## config.mk

```make
export PLATFORM = sky130hd
export DESIGN_NAME = pipe_stage
export DESIGN_NICKNAME = d
export VERILOG_FILES = /design/src/rtl/pipe_stage.sv
export SDC_FILE = /design/constraint.sdc
export NUM_CORES = 1
export LEC_CHECK = 0
export ABC_AREA = 1
export BUFFER_PORTS_ARGS = -buffer_cell sky130_fd_sc_hd__buf_2
export CORE_UTILIZATION = 30
export CTS_CLUSTER_SIZE = 8
export DETAILED_ROUTE_END_ITERATION = 8
export GPL_TIMING_DRIVEN = 0
export HOLD_SLACK_MARGIN = 0.02
export PLACE_DENSITY_LB_ADDON = 0.05
export SLEW_MARGIN = 20
export SYNTH_ARGS = -nofsm -noshare
export SYNTH_HDL_FRONTEND = slang
export SYNTH_SLANG_ARGS = --single-unit
```

## constraint.sdc

```tcl
create_clock -name clk -period 1.58 [get_ports clk]
set_input_delay 0.474 -clock clk [delete_from_list [all_inputs] [get_ports clk]]
set_output_delay 0.474 -clock clk [all_outputs]
set_load 0.03 [all_outputs]
```

## src/rtl/pipe_stage.sv

```systemverilog
`timescale 1ns/100ps

module pipe_stage #(
    parameter int DATAW = 32
) (
    input  logic             clk,
    input  logic             reset,
    input  logic             enable,
    input  logic             valid_in,
    input  logic [DATAW-1:0] data_in,
    output logic             valid_out,
    output logic [DATAW-1:0] data_out
);

    always_ff @(posedge clk) begin
        if (reset) begin
            valid_out <= 1'b0;
        end else if (enable) begin
            valid_out <= valid_in;
        end
    end

    // Payload only
    always_ff @(posedge clk) begin
        if (enable) begin
            data_out <= data_in;
        end
    end

    a_valid_known: assert property (@(posedge clk) disable iff (reset)
        !$isunknown(valid_out));

endmodule

```

==> results.sh, run 1 <==
export IMPL_status="complete, no violations"
export IMPL_yosysMostFrequentCell="edfxtp_1"
export IMPL_crit_arrival_ns=0.91
export IMPL_drv_slew=0
export IMPL_core_area_um2=3130
export IMPL_post_cts_resized=0
export IMPL_numClockSinks=33
export IMPL_synth_ff_type="edfxtp_1"
export IMPL_slew_limit_headroom_pct=52.2
export IMPL_clockBufferDepth=2
export IMPL_netlist_instances=39
export IMPL_grt_pass1_vias=563
export IMPL_syn_avg_cell_area_um2=25.8
export IMPL_port_buffers=68
export IMPL_routabilityCongestion=0.604
export IMPL_critPathMaxFanout=1
export IMPL_cp_end_kind="output port"
export IMPL_dp_cells=151
export IMPL_overflow=0
export IMPL_cpLargestDelayFamily="flip-flops"
export IMPL_p_per_area_nw_per_um2=1290
export IMPL_die_w_um=59.9
export IMPL_stdcell_count=158
export IMPL_wl_per_cell_um=10.9
export IMPL_ant_nets=0
export IMPL_critPathBufInv=1
export IMPL_dieArea_um2=3590
export IMPL_synth_area_um2=1010
export IMPL_htree_levels=2
export IMPL_clkTransAtPathRegs_ns=0.10
export IMPL_cp_required_ns=1.11
export IMPL_rows=20
export IMPL_fin_util_pct=47.1
export IMPL_synth_top_area_share_pct=95.5
export IMPL_hold_violations=0
export IMPL_root_buffer="clkbuf_4"
export IMPL_grt_max_degree=35
export IMPL_final_seq_area_um2=981
export IMPL_max_freq_ghz=0.725
export IMPL_drive_gt1_share_pct=66.7
export IMPL_clk_latency_ns=0.32
export IMPL_synth_area_leader_cell="edfxtp_1"
export IMPL_fin_tns_setup_ns=0
export IMPL_place_ws_ns=0.132
export IMPL_fillers=279
export IMPL_nets=150
export IMPL_leakage_nw=0.651
export IMPL_min_path_type="in2reg"
export IMPL_clock_skew_ns=0
export IMPL_ios=69
export IMPL_n_antenna_cell=0
export IMPL_synth_async_reset_ratio_pct=0
export IMPL_cts_setup_buffers=0
export IMPL_cap_violations=0
export IMPL_critPathMaxStageDelay_ns=0.39
export IMPL_hold_buffers=0
export IMPL_worst_slack_ns=0.201
export IMPL_period_share_pct=87.3
export IMPL_area_delta_synth_final_pct=46.5
export IMPL_grt_usage_pct=10.2
export IMPL_yosys_top_cells_count="edfxtp_1 (32), inv_1 (2), nand2_1 (2)"
export IMPL_drcViolationCount=0
export IMPL_critPathSlowestCell="edfxtp_1"
export IMPL_tightest_slew_ns=0.716
export IMPL_critical_path_class="reg2out"
export IMPL_cts_buffers=5
export IMPL_antenna_found_initial=0
export IMPL_wl_mm=1.72
export IMPL_num_vias=625
export IMPL_start_util_pct=32.2
export IMPL_rsz0062_at_grt="false"
export IMPL_initialDrtViolationCount=10
export IMPL_whs_ns=0.310
export IMPL_yosysUniqueCellTypes=6
export IMPL_ys_seq_elements=33
export IMPL_path_cells="buf_2"
export IMPL_synth_area_top_cells="edfxtp_1 (96%), dfxtp_1 (2.0%), inv_1 (0.75%)"
export IMPL_die_h_um=59.9
export IMPL_syn_nets=75
export IMPL_vdd_drop_max_v=0.000788
export IMPL_ys_warn_count=0
export IMPL_finalSetupViolCount=0
export IMPL_multi_input_area_um2=17.5
export IMPL_grt_pass1_wl_mm=2.37
export IMPL_cts_tree="yes"
export IMPL_via_per_inst=3.96
export IMPL_dr_pass1_iters=3
export IMPL_synth_edf_count=32
export IMPL_period_needed_ns=1.38
export IMPL_synth_seq_area_share_pct=97.5
export IMPL_crit_path_start_kind="flip-flop"
[final cells by class]
type / instances / share of cell area [%]
flip-flops and latches: 33 / 66.6
repair buffers: 68 / 23.1
well taps: 44 / 3.74
clock inverters: 2 / 2.38
clock buffers: 5 / 2.55
inverters: 2 / 0.509
multi-input cells: 4 / 1.19
[final timing paths]
kind | slack [ns] | end | from | cells past startpoint
worst min-delay path | 0.31 | data_out[30]$_DFFE_PP_ | data_in[30] | 1
worst min register to register | 0.51 | valid_out$_SDFFE_PP0P_ | valid_out$_SDFFE_PP0P_ | 2
worst max-delay path | 0.20 | data_out[23] | data_out[23]$_DFFE_PP_ | 1
worst max register to register | 0.98 | valid_out$_SDFFE_PP0P_ | valid_out$_SDFFE_PP0P_ | 2
[routing by layer]
layer	GRT usage, %	share of wire [%]	wire length (um)
met4	8.97	3.3	56
met2	15.2	48	824
met1	10.8	37	641
met3	4.76	12	199
met5	0	0	0
[through the flow]
stage | area (um2) | total power [W]
final | 1470 | 0.00190
after global routing | 1470 | 0.00198
after CTS | 1470 | 0.00192
after detailed placement | 1400 | 0.00134
after global placement | 1400 | 0.00133
after floorplan | 1010 | 0.00122
[kinds of logic (layout without fill, tap and decap cells)]
kind of cell | after synthesis | after routing | synth area share (%)
buffers and inverters | 2 | 77 | 0.747
flip-flops | 33 | 33 | 97.5
AND/OR/NAND/NOR | 4 | 4 | 1.74
[state kept, by name, indices dropped and copies added, names as in the netlist]
register and count:
valid_out 1, data_out 32
[worst register-to-register path, delay by kind of cell (launching register included)]
kind	cells	cell delay, ns
simple gates	2	0.18
flops	1	0.32
[cells in the final DEF (no fill, tap or decap)]
cell type and instances:
buf_2 68, edfxtp_1 32, clkbuf_4 5, inv_1 2, nand2_1 2, nor2_1 1, nor2_2 1, bufinv_16 1
clkinv_2 1, dfxtp_1 1
[power breakdown]
part / total (W) / leakage [nW] / switching, W / internal (W)
combinational: 0.000262 / 0.289 / 0.000187 / 0.0000755
clock: 0.000587 / 0.0410 / 0.000265 / 0.000322
sequential: 0.00105 / 0.322 / 0.0000140 / 0.00103
total: 0.00190 / 0.651 / 0.000465 / 0.00143
No activity file was read; power rests on OpenSTA's default activity.
==> inputs of run 2 (changes only) <==
--- a/config.mk
+++ b/config.mk
@@ -5,9 +5,8 @@
 export SDC_FILE = /design/constraint.sdc
 export NUM_CORES = 1
 export LEC_CHECK = 0
-export ABC_AREA = 1
 export BUFFER_PORTS_ARGS = -buffer_cell sky130_fd_sc_hd__buf_2
-export CORE_UTILIZATION = 30
+export CORE_UTILIZATION = 42
 export CTS_CLUSTER_SIZE = 8
 export DETAILED_ROUTE_END_ITERATION = 8
 export GPL_TIMING_DRIVEN = 0
==> results.sh, run 2 <==
export IMPL_clock_skew_ns=0
export IMPL_min_path_type="in2reg"
export IMPL_htree_levels=2
export IMPL_ios=69
export IMPL_clkTransAtPathRegs_ns=0.09
export IMPL_grt_pass1_wl_mm=2.32
export IMPL_syn_avg_cell_area_um2=28.4
export IMPL_ys_warn_count=0
export IMPL_status="complete, no violations"
export IMPL_netlist_instances=35
export IMPL_initialDrtViolationCount=9
export IMPL_ys_seq_elements=33
export IMPL_wl_mm=1.59
export IMPL_drv_slew=0
export IMPL_cts_tree="yes"
export IMPL_synth_ff_type="edfxtp_1"
export IMPL_cap_violations=0
export IMPL_cts_buffers=5
export IMPL_synth_top_area_share_pct=96.6
export IMPL_yosys_top_cells_count="edfxtp_1 (32), dfxtp_1 (1), mux2i_1 (1), nor2_1 (1)"
export IMPL_fin_tns_setup_ns=0
export IMPL_critPathMaxFanout=1
export IMPL_largest_register="data_out"
export IMPL_cp_end_kind="output port"
export IMPL_cp_required_ns=1.11
export IMPL_routabilityCongestion=0.693
export IMPL_fin_util_pct=64.1
export IMPL_drive_gt1_share_pct=65.8
export IMPL_via_per_inst=4.19
export IMPL_die_h_um=50.7
export IMPL_grtUsageMet1_pct=12.4
export IMPL_synth_edf_count=32
export IMPL_crit_arrival_ns=0.88
export IMPL_slew_limit_headroom_pct=53.1
export IMPL_dieArea_um2=2570
export IMPL_cts_setup_buffers=0
export IMPL_hold_violations=0
export IMPL_num_vias=583
export IMPL_power_w=0.00172
export IMPL_root_buffer="clkbuf_4"
export IMPL_path_cells="buf_2"
export IMPL_grt_usage_pct=13.7
export IMPL_synth_area_um2=995
export IMPL_drcViolationCount=0
export IMPL_nets=146
export IMPL_rsz0062_at_grt="false"
export IMPL_critPathBufInv=1
export IMPL_clk_latency_ns=0.32
export IMPL_grt_pass1_vias=553
export IMPL_vdd_drop_max_v=0.000721
export IMPL_critPathSlowestCell="edfxtp_1"
export IMPL_dr_pass1_iters=2
export IMPL_syn_nets=71
export IMPL_finalSetupViolCount=0
export IMPL_p_per_area_nw_per_um2=1210
export IMPL_overflow=0
export IMPL_core_area_um2=2210
export IMPL_crit_path_start_kind="flip-flop"
export IMPL_n_antenna_cell=0
export IMPL_die_w_um=50.7
export IMPL_reg_top3="data_out: 32 flops, valid_out: 1 flops"
export IMPL_final_common_cell="buf_2"
export IMPL_grt_use_met3_pct=4.55
export IMPL_numClockSinks=33
export IMPL_wl_per_cell_um=11.5
export IMPL_critPathMaxStageDelay_ns=0.38
export IMPL_critical_path_class="reg2out"
export IMPL_clockBufferDepth=2
export IMPL_tightest_slew_ns=0.704
export IMPL_port_buffers=68
export IMPL_final_cell_mix="buf_2 (68), edfxtp_1 (32), clkbuf_4 (5), clkbuf_1 (3)"
export IMPL_antenna_found_initial=0
export IMPL_grt_max_degree=34
export IMPL_start_util_pct=45.0
export IMPL_rows=17
export IMPL_largest_reg_flops=32
export IMPL_synth_seq_area_share_pct=98.6
export IMPL_cpLargestDelayFamily="flip-flops"
export IMPL_synth_area_top_cells="edfxtp_1 (97%), dfxtp_1 (2.0%), mux2i_1 (1.0%)"
export IMPL_rr_startpoint="valid_out$_SDFFE_PP0P_"
export IMPL_hold_buffers=0
export IMPL_yosysMostFrequentCell="edfxtp_1"
export IMPL_use_met2_pct=24.4
export IMPL_period_share_pct=86.0
export IMPL_period_needed_ns=1.36
export IMPL_synth_area_leader_cell="edfxtp_1"
export IMPL_yosysUniqueCellTypes=4
export IMPL_ant_nets=0
export IMPL_max_freq_ghz=0.736
export IMPL_post_cts_resized=0
export IMPL_leakage_nw=0.624
export IMPL_worstHoldStart="reset"
export IMPL_cp_startpoint="data_out[3]$_DFFE_PP_"
export IMPL_area_delta_synth_final_pct=42.6
export IMPL_busiest_layer="met2"
export IMPL_synth_async_reset_ratio_pct=0
==> run 2: cell count changes after synthesis, sizes merged <==
cell / previous run / this run
mux2i: 0 / 1
inv: 2 / 0
nor2: 2 / 1
nand2: 2 / 0
==> run 2: metrics by stage <==
step | setup WS, ns | instances | instance area, um2 | hold WS [ns]
2_1_floorplan | 0.610 | 35 | 995 | 0.546
3_3_place_gp | 0.142 | 131 | 1370 | 0.481
3_5_place_dp | 0.120 | 131 | 1370 | 0.480
4_1_cts | 0.197 | 139 | 1420 | 0.283
5_1_grt | 0.180 | 139 | 1420 | 0.296
6_report | 0.222 | 139 | 1420 | 0.296
==> run 2: cell families (layout without fill, tap and decap cells) <==
group / after synthesis / after routing / share of synthesized area (%)
buffers and inverters: 0 / 76 / 0
muxes: 1 / 1 / 1.01
DFF: 33 / 33 / 98.6
and+or+nand+nor: 1 / 1 / 0.377
==> run 2: final cells by class <==
class	count	area [um2]
well taps	28	35.0
multi-input cells	2	13.8
flip-flops and latches	33	981
clock buffers	8	48.8
fillers	170	793
repair buffers	68	340
==> run 2: final timing paths <==
check	endpoint	slack, ns	cells after the start
max	data_out[3]	0.22	1
min	valid_out$_SDFFE_PP0P_	0.30	2
max reg2reg	valid_out$_SDFFE_PP0P_	1.00	2
min reg2reg	valid_out$_SDFFE_PP0P_	0.50	2
==> run 2: where the power goes <==
part	leakage, nW	internal [W]	switching, W
Clock	0.0265	0.000177	0.000238
Combinational	0.276	0.0000748	0.000183
Sequential	0.321	0.00103	0.0000141
Total	0.624	0.00129	0.000435
==> run 2: routing by layer <==
layer | wire length [um] | vias up
met2 | 837 | 41
met3 | 139 | 5
li1 | - | 290
met1 | 576 | 247
met5 | 0 | -
met4 | 40 | 0
==> inputs of run 3 (changes only) <==
--- a/config.mk
+++ b/config.mk
@@ -11,7 +11,8 @@
 export DETAILED_ROUTE_END_ITERATION = 8
 export GPL_TIMING_DRIVEN = 0
 export HOLD_SLACK_MARGIN = 0.02
-export PLACE_DENSITY_LB_ADDON = 0.05
+export PLACE_DENSITY = 0.81
+export REMOVE_ABC_BUFFERS = 1
 export SLEW_MARGIN = 20
 export SYNTH_ARGS = -nofsm -noshare
 export SYNTH_HDL_FRONTEND = slang
==> results.sh, run 3 (same netlist as run 2, synthesis figures left out) <==
export IMPL_grt_pass1_vias=603
export IMPL_crit_path_start_kind="flip-flop"
export IMPL_path_cells="buf_2"
export IMPL_vdd_drop_max_v=0.00102
export IMPL_hold_buffers=0
export IMPL_grt_max_degree=34
export IMPL_port_buffers=68
export IMPL_largest_register="data_out"
export IMPL_start_util_pct=45.0
export IMPL_dpl_instance_area_um2=1370
export IMPL_drv_slew=0
export IMPL_critPathMaxStageDelay_ns=0.38
export IMPL_cts_tree="yes"
export IMPL_dieArea_um2=2570
export IMPL_grt_usage_pct=14.3
export IMPL_slew_limit_headroom_pct=54.1
export IMPL_power_switching_w=0.000443
export IMPL_cp_end_kind="output port"
export IMPL_num_vias=619
export IMPL_clock_skew_ns=0
export IMPL_critPathSlowestCell="edfxtp_1"
export IMPL_antenna_found_initial=0
export IMPL_critPathMaxFanout=1
export IMPL_die_h_um=50.7
export IMPL_fin_tns_setup_ns=0
export IMPL_routabilityCongestion=0.663
export IMPL_cap_violations=0
export IMPL_critPathBufInv=1
export IMPL_status="complete, no violations"
export IMPL_drive_gt1_share_pct=66.7
export IMPL_ant_nets=0
export IMPL_cp_required_ns=1.11
export IMPL_dr_pass1_iters=4
export IMPL_critical_path_class="reg2out"
export IMPL_wl_mm=1.77
export IMPL_p_seq_share_pct=59.3
export IMPL_final_common_cell="buf_2"
export IMPL_hold_violations=0
export IMPL_rows=17
export IMPL_busiest_layer="met2"
export IMPL_period_needed_ns=1.37
export IMPL_numClockSinks=33
export IMPL_clkTransAtPathRegs_ns=0.09
export IMPL_p_per_area_nw_per_um2=1240
export IMPL_die_w_um=50.7
export IMPL_post_cts_resized=0
export IMPL_grtUsageMet1_pct=10.4
export IMPL_nets=146
export IMPL_finalSetupViolCount=0
export IMPL_initialDrtViolationCount=8
export IMPL_root_buffer="clkbuf_4"
export IMPL_min_path_type="in2reg"
export IMPL_p_int_w=0.00133
export IMPL_rsz0062_at_grt="false"
export IMPL_drcViolationCount=0
export IMPL_overflow=0
export IMPL_via_per_inst=4.45
export IMPL_netSwitchingFraction_pct=25.0
export IMPL_cts_setup_buffers=0
export IMPL_core_area_um2=2210
export IMPL_area_delta_synth_final_pct=43.6
export IMPL_largest_reg_flops=32
export IMPL_fin_util_pct=64.6
export IMPL_period_share_pct=86.7
export IMPL_final_cell_mix="buf_2 (68), edfxtp_1 (32), clkbuf_4 (5), clkbuf_1 (2)"
export IMPL_leakage_nw=0.630
export IMPL_use_met2_pct=26.4
export IMPL_reg_top3="data_out: 32 flops, valid_out: 1 flops"
export IMPL_grt_use_met3_pct=9.09
export IMPL_ios=69
export IMPL_grt_pass1_wl_mm=2.35
export IMPL_cts_buffers=5
export IMPL_tightest_slew_ns=0.688
export IMPL_wl_per_cell_um=12.7
export IMPL_n_antenna_cell=0
export IMPL_design_area_um2=1430
export IMPL_cpLargestDelayFamily="flip-flops"
export IMPL_htree_levels=2
export IMPL_max_freq_ghz=0.730
export IMPL_comb_power_share_pct=14.6
export IMPL_crit_arrival_ns=0.90
export IMPL_clockBufferDepth=2
export IMPL_clk_latency_ns=0.31
export IMPL_pwr_share_clk_pct=26.1
run 3: layer usage:
metal / vias up / wire length (um)
li1: 291 / -
met1: 280 / 542
met2: 42 / 969
met3: 6 / 210
met4: 0 / 43
met5: - / 0
run 3: power by group through the flow:
stage / sequential [W] / combinational [W] / clock [W]
after floorplan: 0.00121 / 0.00000213 / 0
after global placement: 0.00107 / 0.000257 / 0
after detailed placement: 0.00107 / 0.000262 / 0
after CTS: 0.00105 / 0.000262 / 0.000480
after global routing: 0.00106 / 0.000269 / 0.000508
final: 0.00105 / 0.000259 / 0.000462
run 3: worst paths after layout:
path | from | to | slack (ns) | cells after the start
worst min register to register | valid_out$_SDFFE_PP0P_ | valid_out$_SDFFE_PP0P_ | 0.53 | 2
worst max-delay path | data_out[0]$_DFFE_PP_ | data_out[0] | 0.21 | 1
worst min-delay path | reset | valid_out$_SDFFE_PP0P_ | 0.31 | 2
worst max register to register | valid_out$_SDFFE_PP0P_ | valid_out$_SDFFE_PP0P_ | 0.97 | 2
run 3: stage by stage:
step                power [W]  cells  setup WS (ns)  hold slack, ns
floorplan             0.00122     35          0.610           0.546
global placement      0.00132    131          0.172           0.469
detailed placement    0.00133    131          0.101           0.506
CTS                   0.00179    139          0.178           0.287
global route          0.00183    139          0.162           0.284
finish                0.00177    139          0.210           0.308
run 3: worst reg2reg max path, delay by kind of cell (launching register included):
family / cells / cell delay, ns
flip-flops: 1 / 0.32
AND/OR/NAND/NOR: 1 / 0.06
multiplexers: 1 / 0.13
run 3: cell type report:
| cell class | count | area (um2) |
|---|---|---|
| timing repair buffer | 68 | 340 |
| sequential | 33 | 981 |
| multi-input combinational | 2 | 13.8 |
| fill | 177 | 783 |
| tap | 28 | 35.0 |
| clock buffer | 8 | 58.8 |
